`config.mk`:
```
export PLATFORM = sky130hd
export DESIGN_NAME = exe_pipe
export DESIGN_NICKNAME = d
export VERILOG_FILES = /design/src/hdl/exe_pkg.sv /design/src/hdl/exe_issue_stage.sv /design/src/hdl/exe_stage_reg.sv /design/src/hdl/exe_finish_stage.sv /design/src/hdl/exe_pipe.sv
export VERILOG_INCLUDE_DIRS = /design/src /design/src/hdl
export SDC_FILE = /design/constraint.sdc
export NUM_CORES = 2
export LEC_CHECK = 0
export BUFFER_PORTS_ARGS = -buffer_cell sky130_fd_sc_hd__buf_2
export CORE_ASPECT_RATIO = 0.8
export CORE_MARGIN = 2
export CORE_UTILIZATION = 55
export DETAILED_ROUTE_END_ITERATION = 10
export GPL_TIMING_DRIVEN = 0
export PLACE_DENSITY_LB_ADDON = 0.1
export SYNTH_ARGS = -nofsm -noshare
export SYNTH_HDL_FRONTEND = slang
export SYNTH_SLANG_ARGS = --single-unit
```
`constraint.sdc`:
```
create_clock -name clk -period 10 [get_ports clk]
set_clock_uncertainty 0.2 [all_clocks]
set_input_delay 0.5 -clock clk [delete_from_list [all_inputs] [get_ports clk]]
set_output_delay 0.5 -clock clk [all_outputs]
set_load 0.05 [all_outputs]
```
`src/hdl/exe_config.svh`:
```
`ifndef EXE_CONFIG_SVH
`define EXE_CONFIG_SVH

// datapath width
`define EXE_XLEN 32

// architectural register index
`define EXE_REG_AW 5

// operand half used by the split multiplier
`define EXE_HALF_W 16

`endif

```
`src/hdl/exe_pkg.sv`:
```
`include "exe_config.svh"

package exe_pkg;

    typedef enum logic [3:0] {
        op_add   = 4'd0,
        op_sub   = 4'd1,
        op_slt   = 4'd2,
        op_sltu  = 4'd3,
        op_and   = 4'd4,
        op_or    = 4'd5,
        op_xor   = 4'd6,
        op_nor   = 4'd7,
        op_sll   = 4'd8,
        op_srl   = 4'd9,
        op_sra   = 4'd10,
        op_mul   = 4'd11,
        op_mulh  = 4'd12,
        op_mulhu = 4'd13
    } alu_op_e;

    // decoded operation from issue
    typedef struct packed {
        logic                   valid;
        alu_op_e                op;
        logic [`EXE_REG_AW-1:0] rd;
        logic [`EXE_REG_AW-1:0] rj;
        logic [`EXE_REG_AW-1:0] rk;
        logic [`EXE_XLEN-1:0]   imm;
        logic                   use_imm;
    } issue_t;

    // first stage to second stage
    typedef struct packed {
        logic                   valid;
        logic [`EXE_REG_AW-1:0] rd;
        logic                   is_mul;
        logic                   hi_sel;
        logic [`EXE_XLEN-1:0]   alu_res;
        logic [`EXE_XLEN-1:0]   pp_hh;
        logic [`EXE_XLEN-1:0]   pp_hl;
        logic [`EXE_XLEN-1:0]   pp_lh;
        logic [`EXE_XLEN-1:0]   pp_ll;
        logic [`EXE_XLEN-1:0]   corr;
    } mid_t;

    typedef struct packed {
        logic                   valid;
        logic [`EXE_REG_AW-1:0] rd;
        logic [`EXE_XLEN-1:0]   data;
    } wb_t;

endpackage

```
`src/hdl/exe_issue_stage.sv`:
```
`timescale 1ns/100ps
`include "exe_config.svh"

module exe_issue_stage (
    input  exe_pkg::issue_t        issue,
    input  logic [`EXE_XLEN-1:0]   rj_data,
    input  logic [`EXE_XLEN-1:0]   rk_data,
    input  exe_pkg::wb_t           fwd_mid,
    input  exe_pkg::wb_t           fwd_wb,
    input  logic                   mid_is_mul,
    input  logic [`EXE_REG_AW-1:0] mid_rd,
    input  logic                   wb_stall,
    output logic                   issue_stall,
    output exe_pkg::mid_t          mid_next
);

    logic [`EXE_XLEN-1:0]   src_j;
    logic [`EXE_XLEN-1:0]   src_k;
    logic [`EXE_XLEN-1:0]   opa;
    logic [`EXE_XLEN-1:0]   opb;
    logic [4:0]             shamt;
    logic [`EXE_XLEN-1:0]   alu_res;
    logic                   is_mul;
    logic                   rj_hit;
    logic                   rk_hit;
    logic                   mul_hazard;
    logic [`EXE_HALF_W-1:0] a_hi;
    logic [`EXE_HALF_W-1:0] a_lo;
    logic [`EXE_HALF_W-1:0] b_hi;
    logic [`EXE_HALF_W-1:0] b_lo;
    logic [`EXE_XLEN-1:0]   corr_a;
    logic [`EXE_XLEN-1:0]   corr_b;

    // newest producer wins, r0 never forwarded
    function automatic logic [`EXE_XLEN-1:0] pick_src(
        input logic [`EXE_REG_AW-1:0] addr,
        input logic [`EXE_XLEN-1:0]   rf_val,
        input exe_pkg::wb_t           near,
        input exe_pkg::wb_t           far
    );
        logic [`EXE_XLEN-1:0] val;
        val = rf_val;
        if (addr != '0) begin
            if (near.valid && near.rd == addr) begin
                val = near.data;
            end else if (far.valid && far.rd == addr) begin
                val = far.data;
            end
        end
        return val;
    endfunction

    assign src_j = pick_src(issue.rj, rj_data, fwd_mid, fwd_wb);
    assign src_k = pick_src(issue.rk, rk_data, fwd_mid, fwd_wb);

    assign opa   = src_j;
    assign opb   = issue.use_imm ? issue.imm : src_k;
    assign shamt = opb[4:0];

    assign is_mul = issue.op == exe_pkg::op_mul
                 || issue.op == exe_pkg::op_mulh
                 || issue.op == exe_pkg::op_mulhu;

    // multiply result not ready until the finish stage
    assign rj_hit     = mid_rd == issue.rj;
    assign rk_hit     = !issue.use_imm && mid_rd == issue.rk;
    assign mul_hazard = issue.valid && mid_is_mul && mid_rd != '0 && (rj_hit || rk_hit);

    assign issue_stall = wb_stall || mul_hazard;

    always_comb begin
        case (issue.op)
            exe_pkg::op_add:  alu_res = opa + opb;
            exe_pkg::op_sub:  alu_res = opa - opb;
            exe_pkg::op_slt:  alu_res = {{(`EXE_XLEN-1){1'b0}}, $signed(opa) < $signed(opb)};
            exe_pkg::op_sltu: alu_res = {{(`EXE_XLEN-1){1'b0}}, opa < opb};
            exe_pkg::op_and:  alu_res = opa & opb;
            exe_pkg::op_or:   alu_res = opa | opb;
            exe_pkg::op_xor:  alu_res = opa ^ opb;
            exe_pkg::op_nor:  alu_res = ~(opa | opb);
            exe_pkg::op_sll:  alu_res = opa << shamt;
            exe_pkg::op_srl:  alu_res = opa >> shamt;
            exe_pkg::op_sra:  alu_res = $unsigned($signed(opa) >>> shamt);
            default:          alu_res = '0;
        endcase
    end

    assign a_hi = opa[`EXE_XLEN-1:`EXE_HALF_W];
    assign a_lo = opa[`EXE_HALF_W-1:0];
    assign b_hi = opb[`EXE_XLEN-1:`EXE_HALF_W];
    assign b_lo = opb[`EXE_HALF_W-1:0];

    // signed high word = unsigned high word - (a<0 ? b : 0) - (b<0 ? a : 0)
    assign corr_a = opa[`EXE_XLEN-1] ? opb : '0;
    assign corr_b = opb[`EXE_XLEN-1] ? opa : '0;

    always_comb begin
        mid_next         = '0;
        // register zeroes the payload on a hazard bubble
        mid_next.valid   = issue.valid && !issue_stall;
        mid_next.rd      = issue.rd;
        mid_next.is_mul  = is_mul;
        mid_next.hi_sel  = is_mul && issue.op != exe_pkg::op_mul;
        mid_next.alu_res = alu_res;
        mid_next.pp_hh   = a_hi * b_hi;
        mid_next.pp_hl   = a_hi * b_lo;
        mid_next.pp_lh   = a_lo * b_hi;
        mid_next.pp_ll   = a_lo * b_lo;
        if (issue.op == exe_pkg::op_mulh) begin
            mid_next.corr = '0 - corr_a - corr_b;
        end
    end

endmodule

```
`src/hdl/exe_stage_reg.sv`:
```
`timescale 1ns/100ps

module exe_stage_reg #(
    parameter type payload_t = logic
) (
    input  logic     clk,
    input  logic     arst_n,
    input  logic     hold,
    input  logic     bubble,
    input  payload_t d,
    output payload_t q
);

    // hold wins over bubble so a stalled entry is never dropped
    always_ff @(posedge clk or negedge arst_n) begin
        if (!arst_n) begin
            q <= '0;
        end else if (!hold) begin
            if (bubble) begin
                q <= '0;
            end else begin
                q <= d;
            end
        end
    end

endmodule

```
`src/hdl/exe_finish_stage.sv`:
```
`timescale 1ns/100ps
`include "exe_config.svh"

module exe_finish_stage (
    input  logic                   clk,
    input  logic                   arst_n,
    input  exe_pkg::mid_t          mid,
    input  logic                   wb_ready,
    output exe_pkg::wb_t           wb,
    output logic                   wb_stall,
    output exe_pkg::wb_t           fwd_mid,
    output exe_pkg::wb_t           fwd_wb,
    output logic                   mid_is_mul,
    output logic [`EXE_REG_AW-1:0] mid_rd
);

    localparam int P_W = 2 * `EXE_XLEN;

    logic [P_W-1:0]       prod;
    logic [`EXE_XLEN-1:0] prod_hi;
    logic [`EXE_XLEN-1:0] result;
    exe_pkg::wb_t         wb_next;

    // partial products back into the full 64-bit product
    assign prod = P_W'(mid.pp_ll)
                + (P_W'(mid.pp_lh) << `EXE_HALF_W)
                + (P_W'(mid.pp_hl) << `EXE_HALF_W)
                + (P_W'(mid.pp_hh) << `EXE_XLEN);

    // corr is zero except for mulh
    assign prod_hi = prod[P_W-1:`EXE_XLEN] + mid.corr;

    always_comb begin
        if (!mid.is_mul) begin
            result = mid.alu_res;
        end else if (mid.hi_sel) begin
            result = prod_hi;
        end else begin
            result = prod[`EXE_XLEN-1:0];
        end
    end

    assign wb_next.valid = mid.valid;
    assign wb_next.rd    = mid.rd;
    assign wb_next.data  = result;

    assign wb_stall = wb.valid && !wb_ready;

    always_ff @(posedge clk or negedge arst_n) begin
        if (!arst_n) begin
            wb <= '0;
        end else if (!wb_stall) begin
            wb <= wb_next;
        end
    end

    // multiply product is not known yet in mid
    assign fwd_mid.valid = mid.valid && !mid.is_mul;
    assign fwd_mid.rd    = mid.rd;
    assign fwd_mid.data  = mid.alu_res;

    assign fwd_wb = wb;

    assign mid_is_mul = mid.valid && mid.is_mul;
    assign mid_rd     = mid.rd;

endmodule

```
`src/hdl/exe_pipe.sv`:
```
`timescale 1ns/100ps
`include "exe_config.svh"

module exe_pipe (
    input  logic                 clk,
    input  logic                 arst_n,
    input  exe_pkg::issue_t      issue,
    input  logic [`EXE_XLEN-1:0] rj_data,
    input  logic [`EXE_XLEN-1:0] rk_data,
    input  logic                 wb_ready,
    output logic                 issue_stall,
    output exe_pkg::wb_t         wb
);

    exe_pkg::mid_t          mid_next;
    exe_pkg::mid_t          mid_q;
    exe_pkg::wb_t           fwd_mid;
    exe_pkg::wb_t           fwd_wb;
    logic                   mid_is_mul;
    logic [`EXE_REG_AW-1:0] mid_rd;
    logic                   wb_stall;

    // forwarding, ALU and multiply partial products
    exe_issue_stage u_issue (
        .issue       (issue),
        .rj_data     (rj_data),
        .rk_data     (rk_data),
        .fwd_mid     (fwd_mid),
        .fwd_wb      (fwd_wb),
        .mid_is_mul  (mid_is_mul),
        .mid_rd      (mid_rd),
        .wb_stall    (wb_stall),
        .issue_stall (issue_stall),
        .mid_next    (mid_next)
    );

    // holds on writeback back-pressure, bubbles on a multiply hazard
    exe_stage_reg #(
        .payload_t (exe_pkg::mid_t)
    ) mid_reg (
        .clk    (clk),
        .arst_n (arst_n),
        .hold   (wb_stall),
        .bubble (issue_stall),
        .d      (mid_next),
        .q      (mid_q)
    );

    // product sum and writeback register
    exe_finish_stage u_finish (
        .clk        (clk),
        .arst_n     (arst_n),
        .mid        (mid_q),
        .wb_ready   (wb_ready),
        .wb         (wb),
        .wb_stall   (wb_stall),
        .fwd_mid    (fwd_mid),
        .fwd_wb     (fwd_wb),
        .mid_is_mul (mid_is_mul),
        .mid_rd     (mid_rd)
    );

endmodule

```
==> results.ini <==
[clock_network]
cts_tree=built
cts_max_path_buffers=3
htree_num_levels=2
clock_latency_ns=0.63
clkTransAtPathRegs_ns=0.06
cts.sinks=238
cts_root_buf=clkbuf_16
cts-buffers-inserted=34

[logic_synthesis]
syn_avg_cell_area_um2=8.095
ys_ff_latch=238
async_flop_share=1.000
syn_inst=7391
yosysWarningCount=0
yosysSeqAreaShare=0.09955
synth_edf_count=0
synthesis.area_um2=59830
syn_nets=8985
synth_cell_type_count=99
synth_ff_type=dfrtp_1

[critical_path]
cpMostUsedCell=fa_1
crit_fanout=11
cp-end-kind=flop
startpoint_type=flop
arrival_ns=10.37
cp_num_buf_inv=8
path_class=flop to flop
cp_top_family=adder cells
slowest_stage=clkbuf_1
cp.required_ns=10.22
cpPeakStageDelay_ns=0.74

[run_status]
violations=hold timing, capacitance limit, slew limit, setup timing
status=complete, but fails checks

[routing]
vias_per_cell=6.967
wl_um=323900
postRouteAntennaNets=0
drc=0
drtIter0Drc=11381
wire_per_inst_um=35.54
dr.pass1.iters=9
via_count=63494

[place]
dp_cells=8994
port_buffers=157
gp_congestion=1.179
dp_hpwl_um=263000

[min_path]
min_path_type=input pin to flop

[sta]
fin_ws_ns=-0.1516
rsz0062_at_grt=yes
period_share=1.015
whs_ns=-0.003517
final.setup.tns_ns=-0.8573
drv_slew=53
hold_violations=1
setup_viol_count_final=11
max_slew_margin=-0.1962
fmax_mhz=98.51
worstMarginPinSlew_ns=1.786
post-route-min-period_ns=10.15

[layout]
area_growth_pct=9.089
nFillCells=9633
drive_gt1_frac=0.08067
num-nets-final=9216
final_cells=9114

[grt]
grt_usage=0.5674
grt_pass1_vias=59013
grt_first_pass_wirelength_um=444600
grt_max_degree=117
antenna_found_initial=31
grt.overflow.total=0

[floorplan]
die-area_um2=111400
die_w_um=372.7
core_area_um2=108100
die_y_um=299.0
initial_core_util=0.5534
rows=108
num_io_pins=159

[run]
drv_cap=6

worst paths after layout:
check,slack [ns],to,cells after the start,startpoint
max reg2reg,-0.15,mid_reg.q[127],30,mid_reg.q[193]
min in group asynchronous,0.18,mid_reg.q[44],2,arst_n
min,-0.004,mid_reg.q[199],2,issue[52]
max in group asynchronous,8.34,mid_reg.q[142],3,arst_n
min reg2reg,0.29,mid_reg.q[106],2,mid_reg.q[106]
max,-0.15,mid_reg.q[127],30,mid_reg.q[193]
stage by stage:
step	instance area (µm²)	setup WS (ns)	util	hold WS, ns
final	65270	-0.1516	0.6037	-0.003517
after global routing	65190	-0.06237	0.6030	0.01572
after CTS	64470	0.001828	0.5964	0.01204
after detailed placement	62690	-2.216	0.5799	0.2364
after global placement	62400	-2.775	0.5773	0.2641
after floorplan	59830	1.060	-	0.004409
what timing repair did:
item,4_1_cts,5_1_grt
pin swaps,5,14
endpoints found under the setup margin,88,60
hold buffers,6,0
resized for setup,176,228
hold endpoints to repair,47,0
setup buffers,4,23
metal layers:
layer  GRT usage  part of all wire
met2      0.6974              0.35
met1      0.7038              0.35
met4      0.4027             0.096
met5     0.04990            0.0034
met3      0.3581              0.20
cell usage in the layout, fill, tap and decap left out, types with 20 or more instances in the layout:
| master | count |
|---|---|
| nor3_1 | 106 |
| ha_1 | 668 |
| dfrtp_1 | 237 |
| a22o_1 | 45 |
| clkbuf_4 | 24 |
| a21oi_1 | 280 |
| buf_1 | 35 |
| o22ai_1 | 56 |
| xor2_1 | 111 |
| fa_1 | 798 |
| inv_1 | 1205 |
| xnor2_1 | 138 |
| o21ai_0 | 305 |
| diode_2 | 36 |
| clkbuf_2 | 78 |
| o21bai_1 | 24 |
| a31oi_1 | 83 |
| buf_2 | 201 |
| nor2b_1 | 46 |
| or3_1 | 29 |
| a211oi_1 | 52 |
| mux2i_1 | 212 |
| nand3_1 | 90 |
| a21o_1 | 115 |
| o31ai_1 | 20 |
| and3_1 | 29 |
| o21a_1 | 24 |
| nand2_1 | 952 |
| nand4_1 | 22 |
| nand2b_1 | 35 |
| a221oi_1 | 26 |
| nor2_1 | 706 |
| o211ai_1 | 87 |
| clkbuf_16 | 35 |
| buf_4 | 40 |
| clkbuf_1 | 182 |
logic make-up (layout without fill, tap and decap cells):
logic type	Yosys count	after routing	synth area share
adders and majority gates	1474	1474	0.4084
and+or+nand+nor	2115	2115	0.1493
other	0	36	0
xor gates and xnor gates	261	261	0.03821
buffers and inverters	1644	1901	0.1059
AOI/OAI and AO/OA	1430	1430	0.1588
DFF	238	238	0.09955
muxes	229	229	0.03986
registers in the layout, indices dropped and copies added (netlist names):
| signal | cells |
|---|---|
| u_finish.fwd_wb | 38 |
| mid_reg.q | 200 |
worst register-to-register path: cells and delay by family (launching register included):
kind,cells,cell delay [ns]
AOI/OAI and AO/OA,9,2.25
buffers and inverters,8,1.91
xor gates and xnor gates,1,0.58
adders and majority gates,7,3.21
and+or+nand+nor,5,1.26
DFF,1,0.56
synth_stat cells, drive strengths merged, types with 116 or more instances:
library cell,instances,share of area
inv,1225,0.077
nand2,953,0.060
fa,798,0.27
nor2,710,0.045
ha,676,0.14
o21ai,341,0.029
a21oi,288,0.024
clkbuf,279,0.018
dfrtp,238,0.10
mux2i,216,0.036
xnor2,145,0.021
buf,128,0.011
xor2,116,0.017
final cells by class:
cell class                      instances  area, µm²  share of cell area
Clock buffer                           39      900.9             0.01380
Antenna cell                           36      90.09            0.001380
Clock inverter                         23      325.3            0.004984
Sequential cell                       238       5957             0.09127
Timing Repair Buffer                  208       1401             0.02147
Tap cell                             1430       1789             0.02741
Inverter                             1237       4702             0.07204
Buffer                                394       1943             0.02977
Multi-Input combinational cell       5509      48160              0.7379
Power is left out: the tool's default activity adds up to more than one toggle a clock period on the data nets, which glitch-free logic cannot reach.
